<file path="config.mk">
export PLATFORM = sky130hd
export DESIGN_NAME = ice_top
export DESIGN_NICKNAME = d
export VERILOG_FILES = /design/src/ice_pkg.sv /design/src/ice_uart_rx_loader.sv /design/src/ice_uart_tx.sv /design/src/ice_code_ram.sv /design/src/ice_sequencer.sv /design/src/ice_datapath.sv /design/src/ice_top.sv
export VERILOG_INCLUDE_DIRS = /design/src
export SDC_FILE = /design/constraint.sdc
export NUM_CORES = 2
export LEC_CHECK = 0
export BUFFER_PORTS_ARGS = -buffer_cell sky130_fd_sc_hd__buf_2
export CORE_MARGIN = 5
export CORE_UTILIZATION = 55
export DETAILED_ROUTE_END_ITERATION = 7
export PLACE_DENSITY = 0.73
export SYNTH_ARGS = -nofsm -noshare
export SYNTH_HDL_FRONTEND = slang
export SYNTH_HIERARCHICAL = 1
export SYNTH_SLANG_ARGS = --single-unit
</file>
<file path="constraint.sdc">
create_clock -name i_clk -period 4.33 [get_ports i_clk]
set_input_delay 0.866 -clock i_clk [delete_from_list [all_inputs] [get_ports i_clk]]
set_output_delay 0.866 -clock i_clk [all_outputs]
set_load 0.005 [all_outputs]
</file>
<file path="src/ice_config.svh">
`ifndef ICE_CONFIG_SVH
`define ICE_CONFIG_SVH

// uart timing
// one bit lasts ICE_CLKS_PER_BIT+1 clock cycles on both rx and tx
`define ICE_CLKS_PER_BIT   104

// code memory
`define ICE_CODE_DEPTH     256   // bytes loaded after reset
`define ICE_CODE_AW        8     // pc and loader address width

// movx i/o map
// status read gives tx busy in bit 0
`define ICE_TX_STAT_ADDR   16'h0200
`define ICE_TX_DATA_ADDR   16'h0201   // write starts a frame

`endif

</file>
<file path="src/ice_pkg.sv">
`default_nettype none

package ice_pkg;

   // sequencer phases
   typedef enum logic [2:0] {
      FETCH,
      DECODE0,
      DECODE1,
      DECODE2,
      EXECUTE
   } seq_state_e;

   // decoded operation, register forms merged
   typedef enum logic [5:0] {
      OP_NOP,
      OP_MOV_A_IMM,
      OP_MOV_R_IMM,
      OP_MOV_A_R,
      OP_MOV_R_A,
      OP_ADD_A_IMM,
      OP_ADD_A_R,
      OP_ADDC_A_R,
      OP_SUBB_A_IMM,
      OP_SUBB_A_R,
      OP_ANL_A_IMM,
      OP_ORL_A_IMM,
      OP_XRL_A_IMM,
      OP_INC_A,
      OP_DEC_A,
      OP_INC_R,
      OP_DEC_R,
      OP_CPL_A,
      OP_CLR_A,
      OP_CLR_C,
      OP_SETB_C,
      OP_RL_A,
      OP_RLC_A,
      OP_RRC_A,
      OP_SWAP_A,
      OP_SJMP,
      OP_JZ,
      OP_JNZ,
      OP_JC,
      OP_JNC,
      OP_DJNZ_R,
      OP_MOV_DPTR,
      OP_MOVX_W,     // movx @dptr,a
      OP_MOVX_R      // movx a,@dptr
   } op_e;

   // uart phases
   typedef enum logic [1:0] {RX_IDLE, RX_START, RX_DATA, RX_STOP} rx_state_e;
   typedef enum logic [1:0] {TX_IDLE, TX_START, TX_DATA, TX_STOP} tx_state_e;

endpackage

`default_nettype wire

</file>
<file path="src/ice_uart_rx_loader.sv">
`timescale 1ns/1ps
`include "ice_config.svh"
`default_nettype none

module ice_uart_rx_loader import ice_pkg::*; (
   input  wire                      i_clk,
   input  wire                      i_nrst,
   input  wire                      i_uart_rx,
   output logic                     o_code_wr,
   output logic [`ICE_CODE_AW-1:0]  o_code_waddr,
   output logic [7:0]               o_code_wdata,
   output logic                     o_load_done
);

   localparam int BIT_CLKS = `ICE_CLKS_PER_BIT;
   localparam int CW       = $clog2(BIT_CLKS + 1);
   localparam int AW       = `ICE_CODE_AW;

   logic             rx_meta;
   logic             rx_sync;
   rx_state_e        state;
   logic [CW-1:0]    cnt;
   logic [7:0]       shreg;
   logic [AW-1:0]    waddr;
   logic             half_tick;
   logic             bit_tick;
   logic             byte_done;

   // two flop resync, line idles high
   always_ff @(posedge i_clk or negedge i_nrst) begin
      if (!i_nrst) begin
         rx_meta <= 1'b1;
         rx_sync <= 1'b1;
      end else begin
         rx_meta <= i_uart_rx;
         rx_sync <= rx_meta;
      end
   end

   assign half_tick = (cnt == CW'(BIT_CLKS / 2));
   assign bit_tick  = (cnt == CW'(BIT_CLKS));
   assign byte_done = (state == RX_STOP) & bit_tick;   // middle of stop bit

   always_ff @(posedge i_clk or negedge i_nrst) begin
      if (!i_nrst) begin
         state <= RX_IDLE;
         cnt   <= '0;
      end else begin
         cnt <= cnt + CW'(1);
         case (state)
            RX_IDLE: begin
               cnt <= '0;
               if (!rx_sync) state <= RX_START;
            end
            RX_START: if (half_tick) begin
               cnt   <= '0;
               state <= rx_sync ? RX_IDLE : RX_DATA;   // drop short glitches
            end
            RX_DATA: if (bit_tick) begin
               cnt <= '0;
               if (shreg[0]) state <= RX_STOP;   // marker reached the bottom
            end
            RX_STOP: if (bit_tick) begin
               cnt   <= '0;
               state <= RX_IDLE;
            end
         endcase
      end
   end

   // lsb first, marker bit tells when eight bits are in
   always_ff @(posedge i_clk) begin
      if (state == RX_START && half_tick) shreg <= 8'h80;
      else if (state == RX_DATA && bit_tick) shreg <= {rx_sync, shreg[7:1]};
   end

   always_ff @(posedge i_clk or negedge i_nrst) begin
      if (!i_nrst) begin
         waddr       <= '0;
         o_load_done <= 1'b0;
      end else if (o_code_wr) begin
         waddr <= waddr + AW'(1);
         if (waddr == AW'(`ICE_CODE_DEPTH - 1)) o_load_done <= 1'b1;
      end
   end

   assign o_code_wr    = byte_done & ~o_load_done;
   assign o_code_waddr = waddr;
   assign o_code_wdata = shreg;

endmodule

`default_nettype wire

</file>
<file path="src/ice_uart_tx.sv">
`timescale 1ns/1ps
`include "ice_config.svh"
`default_nettype none

module ice_uart_tx import ice_pkg::*; (
   input  wire          i_clk,
   input  wire          i_nrst,
   input  wire          i_start,
   input  wire  [7:0]   i_data,
   output logic         o_busy,
   output logic         o_uart_tx
);

   localparam int BIT_CLKS = `ICE_CLKS_PER_BIT;
   localparam int CW       = $clog2(BIT_CLKS + 1);

   tx_state_e        state;
   logic [CW-1:0]    cnt;
   logic [2:0]       bitn;
   logic [7:0]       shreg;
   logic             bit_tick;

   assign bit_tick = (cnt == CW'(BIT_CLKS));

   always_ff @(posedge i_clk or negedge i_nrst) begin
      if (!i_nrst) begin
         state <= TX_IDLE;
         cnt   <= '0;
         bitn  <= '0;
      end else begin
         cnt <= bit_tick ? '0 : cnt + CW'(1);
         case (state)
            TX_IDLE: begin
               cnt <= '0;
               if (i_start) state <= TX_START;   // start while busy is lost
            end
            TX_START: if (bit_tick) state <= TX_DATA;
            TX_DATA: if (bit_tick) begin
               bitn <= bitn + 3'd1;   // wraps back to 0 after bit 7
               if (bitn == 3'd7) state <= TX_STOP;
            end
            TX_STOP: if (bit_tick) state <= TX_IDLE;
         endcase
      end
   end

   always_ff @(posedge i_clk) begin
      if (state == TX_IDLE && i_start) shreg <= i_data;
      else if (state == TX_DATA && bit_tick) shreg <= {1'b1, shreg[7:1]};
   end

   always_comb begin
      case (state)
         TX_START: o_uart_tx = 1'b0;
         TX_DATA:  o_uart_tx = shreg[0];
         default:  o_uart_tx = 1'b1;   // idle and stop
      endcase
   end

   assign o_busy = (state != TX_IDLE);

endmodule

`default_nettype wire

</file>
<file path="src/ice_code_ram.sv">
`timescale 1ns/1ps
`include "ice_config.svh"
`default_nettype none

module ice_code_ram (
   input  wire                      i_clk,
   input  wire                      i_wr,
   input  wire [`ICE_CODE_AW-1:0]   i_waddr,
   input  wire [7:0]                i_wdata,
   input  wire [`ICE_CODE_AW-1:0]   i_raddr,
   output logic [7:0]               o_rdata
);

   logic [7:0] mem [`ICE_CODE_DEPTH];

   always_ff @(posedge i_clk) begin
      if (i_wr) mem[i_waddr] <= i_wdata;   // loader side
   end

   // fetch side, same cycle
   assign o_rdata = mem[i_raddr];

endmodule

`default_nettype wire

</file>
<file path="src/ice_sequencer.sv">
`timescale 1ns/1ps
`include "ice_config.svh"
`default_nettype none

module ice_sequencer import ice_pkg::*; (
   input  wire                      i_clk,
   input  wire                      i_nrst,
   input  wire                      i_load_done,
   input  wire [7:0]                i_code_byte,
   input  wire                      i_take_branch,
   output logic [`ICE_CODE_AW-1:0]  o_pc,
   output logic                     o_exec,
   output op_e                      o_op,
   output logic [2:0]               o_reg_sel,
   output logic [7:0]               o_opnd1,
   output logic [7:0]               o_opnd2
);

   localparam int AW = `ICE_CODE_AW;

   seq_state_e       state;
   op_e              dec_op;
   logic [1:0]       dec_len;
   logic [1:0]       len_q;
   logic [AW-1:0]    pc;
   logic [AW-1:0]    rel_off;

   ////////////////////
   // decode

   always_comb begin
      casez (i_code_byte)
         8'h74:         dec_op = OP_MOV_A_IMM;
         8'b0111_1???:  dec_op = OP_MOV_R_IMM;
         8'b1110_1???:  dec_op = OP_MOV_A_R;
         8'b1111_1???:  dec_op = OP_MOV_R_A;
         8'h24:         dec_op = OP_ADD_A_IMM;
         8'b0010_1???:  dec_op = OP_ADD_A_R;
         8'b0011_1???:  dec_op = OP_ADDC_A_R;
         8'h94:         dec_op = OP_SUBB_A_IMM;
         8'b1001_1???:  dec_op = OP_SUBB_A_R;
         8'h54:         dec_op = OP_ANL_A_IMM;
         8'h44:         dec_op = OP_ORL_A_IMM;
         8'h64:         dec_op = OP_XRL_A_IMM;
         8'h04:         dec_op = OP_INC_A;
         8'h14:         dec_op = OP_DEC_A;
         8'b0000_1???:  dec_op = OP_INC_R;
         8'b0001_1???:  dec_op = OP_DEC_R;
         8'hF4:         dec_op = OP_CPL_A;
         8'hE4:         dec_op = OP_CLR_A;
         8'hC3:         dec_op = OP_CLR_C;
         8'hD3:         dec_op = OP_SETB_C;
         8'h23:         dec_op = OP_RL_A;
         8'h33:         dec_op = OP_RLC_A;
         8'h13:         dec_op = OP_RRC_A;
         8'hC4:         dec_op = OP_SWAP_A;
         8'h80:         dec_op = OP_SJMP;
         8'h60:         dec_op = OP_JZ;
         8'h70:         dec_op = OP_JNZ;
         8'h40:         dec_op = OP_JC;
         8'h50:         dec_op = OP_JNC;
         8'b1101_1???:  dec_op = OP_DJNZ_R;
         8'h90:         dec_op = OP_MOV_DPTR;
         8'hF0:         dec_op = OP_MOVX_W;
         8'hE0:         dec_op = OP_MOVX_R;
         default:       dec_op = OP_NOP;   // unknown opcodes run as one byte
      endcase
   end

   // instruction length in bytes
   always_comb begin
      case (dec_op)
         OP_MOV_A_IMM, OP_MOV_R_IMM, OP_ADD_A_IMM, OP_SUBB_A_IMM, OP_ANL_A_IMM,
         OP_ORL_A_IMM, OP_XRL_A_IMM, OP_SJMP, OP_JZ, OP_JNZ, OP_JC, OP_JNC,
         OP_DJNZ_R:     dec_len = 2'd2;
         OP_MOV_DPTR:   dec_len = 2'd3;
         default:       dec_len = 2'd1;
      endcase
   end

   ////////////////////
   // state and pc

   // offset is always the first operand for the kept branches
   assign rel_off = AW'($signed(o_opnd1));

   always_ff @(posedge i_clk or negedge i_nrst) begin
      if (!i_nrst) begin
         state <= FETCH;
         pc    <= '0;
         o_op  <= OP_NOP;
         len_q <= 2'd1;
      end else begin
         case (state)
            FETCH: if (i_load_done) state <= DECODE0;   // hold until code is in
            DECODE0: begin
               pc    <= pc + AW'(1);
               o_op  <= dec_op;
               len_q <= dec_len;
               state <= (dec_len == 2'd1) ? EXECUTE : DECODE1;
            end
            DECODE1: begin
               pc    <= pc + AW'(1);
               state <= (len_q == 2'd3) ? DECODE2 : EXECUTE;
            end
            DECODE2: begin
               pc    <= pc + AW'(1);
               state <= EXECUTE;
            end
            EXECUTE: begin
               if (i_take_branch) pc <= pc + rel_off;   // pc already past the instruction
               state <= FETCH;
            end
            default: state <= FETCH;
         endcase
      end
   end

   // operand latches
   always_ff @(posedge i_clk) begin
      if (state == DECODE0) o_reg_sel <= i_code_byte[2:0];
      if (state == DECODE1) o_opnd1 <= i_code_byte;
      if (state == DECODE2) o_opnd2 <= i_code_byte;
   end

   assign o_pc   = pc;
   assign o_exec = (state == EXECUTE);

endmodule

`default_nettype wire

</file>
<file path="src/ice_datapath.sv">
`timescale 1ns/1ps
`include "ice_config.svh"
`default_nettype none

module ice_datapath import ice_pkg::*; (
   input  wire          i_clk,
   input  wire          i_nrst,
   input  wire          i_exec,
   input  wire op_e     i_op,
   input  wire  [2:0]   i_reg_sel,
   input  wire  [7:0]   i_opnd1,
   input  wire  [7:0]   i_opnd2,
   input  wire          i_tx_busy,
   output logic         o_take_branch,
   output logic         o_tx_start,
   output logic [7:0]   o_tx_data
);

   localparam logic [15:0] TX_DATA_ADDR = `ICE_TX_DATA_ADDR;
   localparam logic [15:0] TX_STAT_ADDR = `ICE_TX_STAT_ADDR;

   logic [7:0]    acc;
   logic [7:0]    acc_nx;
   logic          cy;
   logic          cy_nx;
   logic [7:0]    rbank [8];   // r0..r7
   logic [15:0]   dptr;
   logic [7:0]    rdat;
   logic [7:0]    rdat_dec;
   logic [7:0]    alu_b;
   logic [8:0]    add_res;
   logic [8:0]    sub_res;
   logic          reg_we;
   logic [7:0]    reg_nx;
   logic          br;

   assign rdat     = rbank[i_reg_sel];
   assign rdat_dec = rdat - 8'd1;

   ////////////////////
   // alu

   assign alu_b   = (i_op == OP_ADD_A_IMM || i_op == OP_SUBB_A_IMM) ? i_opnd1 : rdat;
   assign add_res = {1'b0, acc} + {1'b0, alu_b} + {8'd0, (i_op == OP_ADDC_A_R) & cy};
   assign sub_res = {1'b0, acc} - {1'b0, alu_b} - {8'd0, cy};   // bit 8 is the borrow

   always_comb begin
      acc_nx = acc;
      cy_nx  = cy;
      reg_we = 1'b0;
      reg_nx = rdat;
      case (i_op)
         OP_MOV_A_IMM:  acc_nx = i_opnd1;
         OP_MOV_A_R:    acc_nx = rdat;
         OP_MOV_R_IMM: begin
            reg_we = 1'b1;
            reg_nx = i_opnd1;
         end
         OP_MOV_R_A: begin
            reg_we = 1'b1;
            reg_nx = acc;
         end
         OP_ADD_A_IMM, OP_ADD_A_R, OP_ADDC_A_R: {cy_nx, acc_nx} = add_res;
         OP_SUBB_A_IMM, OP_SUBB_A_R:            {cy_nx, acc_nx} = sub_res;
         OP_ANL_A_IMM:  acc_nx = acc & i_opnd1;
         OP_ORL_A_IMM:  acc_nx = acc | i_opnd1;
         OP_XRL_A_IMM:  acc_nx = acc ^ i_opnd1;
         OP_INC_A:      acc_nx = acc + 8'd1;   // carry untouched
         OP_DEC_A:      acc_nx = acc - 8'd1;
         OP_INC_R: begin
            reg_we = 1'b1;
            reg_nx = rdat + 8'd1;
         end
         OP_DEC_R, OP_DJNZ_R: begin
            reg_we = 1'b1;
            reg_nx = rdat_dec;
         end
         OP_CPL_A:      acc_nx = ~acc;
         OP_CLR_A:      acc_nx = 8'd0;
         OP_CLR_C:      cy_nx  = 1'b0;
         OP_SETB_C:     cy_nx  = 1'b1;
         OP_RL_A:       acc_nx = {acc[6:0], acc[7]};
         OP_RLC_A:      {cy_nx, acc_nx} = {acc, cy};
         OP_RRC_A:      {acc_nx, cy_nx} = {cy, acc};
         OP_SWAP_A:     acc_nx = {acc[3:0], acc[7:4]};
         OP_MOVX_R:     acc_nx = (dptr == TX_STAT_ADDR) ? {7'd0, i_tx_busy} : 8'd0;
         default: ;
      endcase
   end

   ////////////////////
   // branch conditions

   always_comb begin
      case (i_op)
         OP_SJMP:    br = 1'b1;
         OP_JZ:      br = (acc == 8'd0);
         OP_JNZ:     br = (acc != 8'd0);
         OP_JC:      br = cy;
         OP_JNC:     br = ~cy;
         OP_DJNZ_R:  br = (rdat_dec != 8'd0);
         default:    br = 1'b0;
      endcase
   end

   assign o_take_branch = i_exec & br;

   always_ff @(posedge i_clk or negedge i_nrst) begin
      if (!i_nrst) begin
         acc  <= '0;
         cy   <= 1'b0;
         dptr <= '0;
         for (int i = 0; i < 8; i++) rbank[i] <= '0;
      end else if (i_exec) begin
         acc <= acc_nx;
         cy  <= cy_nx;
         if (reg_we) rbank[i_reg_sel] <= reg_nx;
         if (i_op == OP_MOV_DPTR) dptr <= {i_opnd1, i_opnd2};   // high byte first
      end
   end

   // movx write to the data address sends acc
   assign o_tx_start = i_exec & (i_op == OP_MOVX_W) & (dptr == TX_DATA_ADDR);
   assign o_tx_data  = acc;

endmodule

`default_nettype wire

</file>
<file path="src/ice_top.sv">
`timescale 1ns/1ps
`include "ice_config.svh"
`default_nettype none

module ice_top import ice_pkg::*; (
   input  wire    i_clk,
   input  wire    i_nrst,
   input  wire    i_uart_rx,
   output logic   o_uart_tx
);

   logic                      code_wr;
   logic [`ICE_CODE_AW-1:0]   code_waddr;
   logic [7:0]                code_wdata;
   logic                      load_done;
   logic [`ICE_CODE_AW-1:0]   pc;
   logic [7:0]                code_byte;
   logic                      exec;
   op_e                       op;
   logic [2:0]                reg_sel;
   logic [7:0]                opnd1;
   logic [7:0]                opnd2;
   logic                      take_branch;
   logic                      tx_start;
   logic [7:0]                tx_data;
   logic                      tx_busy;

   ////////////////////
   // program load

   ice_uart_rx_loader loader_i (
      .i_clk         (i_clk),
      .i_nrst        (i_nrst),
      .i_uart_rx     (i_uart_rx),
      .o_code_wr     (code_wr),
      .o_code_waddr  (code_waddr),
      .o_code_wdata  (code_wdata),
      .o_load_done   (load_done)
   );

   ice_code_ram code_ram_i (
      .i_clk   (i_clk),
      .i_wr    (code_wr),
      .i_waddr (code_waddr),
      .i_wdata (code_wdata),
      .i_raddr (pc),
      .o_rdata (code_byte)
   );

   ////////////////////
   // core

   ice_sequencer seq_i (
      .i_clk         (i_clk),
      .i_nrst        (i_nrst),
      .i_load_done   (load_done),
      .i_code_byte   (code_byte),
      .i_take_branch (take_branch),
      .o_pc          (pc),
      .o_exec        (exec),
      .o_op          (op),
      .o_reg_sel     (reg_sel),
      .o_opnd1       (opnd1),
      .o_opnd2       (opnd2)
   );

   ice_datapath dp_i (
      .i_clk         (i_clk),
      .i_nrst        (i_nrst),
      .i_exec        (exec),
      .i_op          (op),
      .i_reg_sel     (reg_sel),
      .i_opnd1       (opnd1),
      .i_opnd2       (opnd2),
      .i_tx_busy     (tx_busy),
      .o_take_branch (take_branch),
      .o_tx_start    (tx_start),
      .o_tx_data     (tx_data)
   );

   ice_uart_tx tx_i (
      .i_clk      (i_clk),
      .i_nrst     (i_nrst),
      .i_start    (tx_start),
      .i_data     (tx_data),
      .o_busy     (tx_busy),
      .o_uart_tx  (o_uart_tx)
   );

endmodule

`default_nettype wire

</file>
==> metrics.txt <==
result of the run=finished, violations left; failing checks=negative setup slack; vias post-DR=51000; die area=174000 um2; drt first-iter violations=7030; CTS clk-pin slew, worst paths=0.06 ns; post-synth top area share=0.684; syn_nets=5016; Final Util=0.643; vias in the first global route=50900; GRT Util Overall=0.268; # setup viols final=7; Layout area overhead=16.3%; Fillers=10800; Pwr Total=42.4 mW; syn_area_per_cell=18.4 um2; fraction of layout instances using a drive strength above 1=0.284; Synth area leader=edfxtp_1; EDFF count, synth=2075; number of buffers created by CTS=214; Critical Path End Type=flip-flop; remaining antenna violation count after routing=0; Finished Cell Area=106000 um2; Yosys reg bits=2223; Initial Utilization=0.553; synthesized area=91100 um2; largest net degree at the start of global routing=233; pwr/cell area=401 nW/um2; register area share after synthesis=0.724; num rows=149; total negative slack=-2.04 ns; Ys Warns=6; number of vias per cell=6.53; minimum clock period=4.81 ns; first-pass GRT wire length=345 mm; max-cap violations=0; Post-synth ARST share=0.0630; Crit Path Class=reg2reg; DP Area=97000 um2; Post-Route WL=235 mm; drt first pass iters=6; top-level port count=4; H-tree Lvls=4; port bufs=3; Post-Syn Instances=4938; slew margin rel.=0.203; CP required=5.05 ns; clock sink count=2223; multi-input logic area=23900 um2; initial antenna violation count=3; Setup WS post-layout=-0.480 ns; CP Data Arrival Time=5.53 ns; hold buffers post-CTS=0; period utilization=1.11; per-cell routed wire length=30.1 um; crit-path max FO=13; TritonCTS clock tree=built; Final Max Slew Viols=0; fin nets=5511; Hold Vio Cnt, Final=0; root buf cell=clkbuf_16; clk_lat worst skew=0.86 ns; Synth cell types=113; Hold WC Path Type=in2reg; Peak Freq=208 MHz; sequential cell area=66000 um2; clk_skew=0.0321 ns; worst slew pin tran=1.20 ns; unrepaired setup endpoints after global routing=true; worst slack, placed=-1.06 ns; Setup crit start kind=flip-flop; Clock Tree Buf Depth=3; Chip Height=417 um; total gr overflow=0; top_reg_cell synth=edfxtp_1; peak supply drop=410 uV; Die X=417 um; Pleak=37.5 nW; core box area=165000 um2; HPWL after DPL=146 mm; DRC viols=0; synth top area cells=edfxtp_1 68%, mux4_2 11%, dfrtp_1 3.8%; GPL Wtd Cong=0.923
[registers in the layout, summed over array words and instances (netlist names), 2 cells and up, named ones only]
| register | flops |
|---|---|
| tx_i/bitn | 3 |
| tx_i/cnt | 7 |
| seq_i/o_op | 6 |
| seq_i/o_opnd2 | 8 |
| dp_i/rbank | 64 |
| dp_i/o_tx_data | 8 |
| seq_i/len_q | 2 |
| loader_i/cnt | 7 |
| loader_i/o_code_wdata | 8 |
| dp_i/dptr | 16 |
| tx_i/state | 2 |
| code_ram_i/mem | 2048 |
| loader_i/o_code_waddr | 8 |
| seq_i/o_pc | 8 |
| seq_i/o_opnd1 | 8 |
| seq_i/state | 3 |
| tx_i/shreg | 8 |
| seq_i/o_reg_sel | 3 |
[layout by cell type, fill, tap and decap left out, drive strengths merged, types with 25 or more instances in the layout]
master | netlist | layout
o21ai | 52 | 52
edfxtp | 2075 | 2075
a22oi | 149 | 149
buf | 145 | 574
a211oi | 27 | 27
nor2b | 47 | 47
nor3 | 47 | 47
mux2 | 46 | 46
mux4 | 466 | 466
inv | 71 | 85
mux2i | 163 | 163
nand2 | 105 | 105
nand3 | 66 | 66
dfrtp | 137 | 137
xnor2 | 34 | 34
ha | 69 | 69
bufinv | 0 | 31
nand2b | 25 | 25
a21oi | 197 | 197
o221ai | 52 | 52
o22ai | 36 | 36
nor2 | 417 | 417
nor4 | 48 | 48
clkinv | 1 | 99
clkbuf | 155 | 255
[report_power, final]
| part | switching, mW | internal (mW) |
|---|---|---|
| logic | 0.0284 | 0.00306 |
| clock network | 8.15 | 11.1 |
| registers | 0.000869 | 23.1 |
[per-layer routing]
| layer | GRT usage | wire [um] | vias up | part of all wire |
|---|---|---|---|---|
| met2 | 0.424 | 112000 | 3020 | 0.48 |
| li1 | - | - | 21100 | - |
| met1 | 0.373 | 87700 | 26300 | 0.37 |
| met4 | 0.106 | 10400 | 4 | 0.044 |
| met3 | 0.0539 | 24500 | 545 | 0.10 |
| met5 | 0 | 27 | - | 0.00012 |
[per-stage QoR]
step	cells	hold slack, ns
after detailed placement	7354	0.349
after global routing	7806	0.100
after global placement	7354	0.350
after floorplan	4938	0.345
final	7808	0.133
after CTS	7786	0.0798
[worst max-delay path, stage by stage (launching register included)]
cell and delay [ns]:
dfrtp_4 0.50, buf_12 0.16, buf_16 0.15, buf_16 0.17, buf_6 0.17, mux2i_1 0.15, a221oi_1 0.33, o21ai_1 0.17
a21oi_1 0.34, a211oi_1 0.10, buf_4 0.16, nor4_4 0.46, buf_4 0.21, nor2b_1 0.26, o21ai_1 0.14, nand3_1 0.16
a211o_1 0.16, inv_2 0.06, buf_4 0.13, ha_1 0.20, a311oi_2 0.24, nor2_1 0.06, a21o_1 0.16
[synthesized netlist by cell type, types with 40 or more instances]
| cell type | count |
|---|---|
| inv_1 | 69 |
| nor2b_1 | 47 |
| a21oi_1 | 196 |
| nand3_1 | 66 |
| o221ai_1 | 50 |
| o21ai_0 | 40 |
| nor2_1 | 417 |
| edfxtp_1 | 2075 |
| a22oi_1 | 149 |
| mux2i_1 | 162 |
| nor4_1 | 40 |
| nor3_1 | 45 |
| clkbuf_1 | 154 |
| buf_2 | 41 |
| dfrtp_1 | 137 |
| mux4_2 | 462 |
| ha_1 | 69 |
| mux2_2 | 44 |
| nand2_1 | 103 |
[timing repair]
item                                    in CTS  in global routing
cloned                                       7                  2
endpoints found under the setup margin       9                  9
setup buffers                               29                 19
gates resized for setup                    107                 98
pin swaps                                   28                 38
[cells by family after synthesis]
| logic type | share of synthesized area |
|---|---|
| AOI/OAI and AO/OA | 0.0517 |
| muxes | 0.139 |
| buffers and inverters | 0.0225 |
| adders and majority gates | 0.0108 |
| and+or+nand+nor | 0.0465 |
| DFF | 0.724 |
| xor gates and xnor gates | 0.00500 |
[layout make-up]
type | instances | share of cell area
antenna | 2 | 0.0000473
inverter | 72 | 0.00255
clock inverter | 147 | 0.0158
tap | 2189 | 0.0259
timing repair buffer | 579 | 0.0541
clock buffer | 253 | 0.0528
multi-input combinational | 2343 | 0.225
sequential | 2223 | 0.623
[final timing paths]
kind                                   from                end  slack, ns  depth (start not counted)
min                               i_uart_rx   loader_i/rx_meta       0.13                          1
max                           seq_i/o_pc[0]     seq_i/state[2]      -0.48                         22
min reg2reg                loader_i/rx_meta   loader_i/rx_sync       0.36                          0
max reg2reg                   seq_i/o_pc[0]     seq_i/state[2]      -0.48                         22
min in group asynchronous            i_nrst  dp_i/o_tx_data[5]       0.14                          1
max in group asynchronous            i_nrst        tx_i/cnt[1]       3.29                          2
No activity file was read; power rests on OpenSTA's default activity.
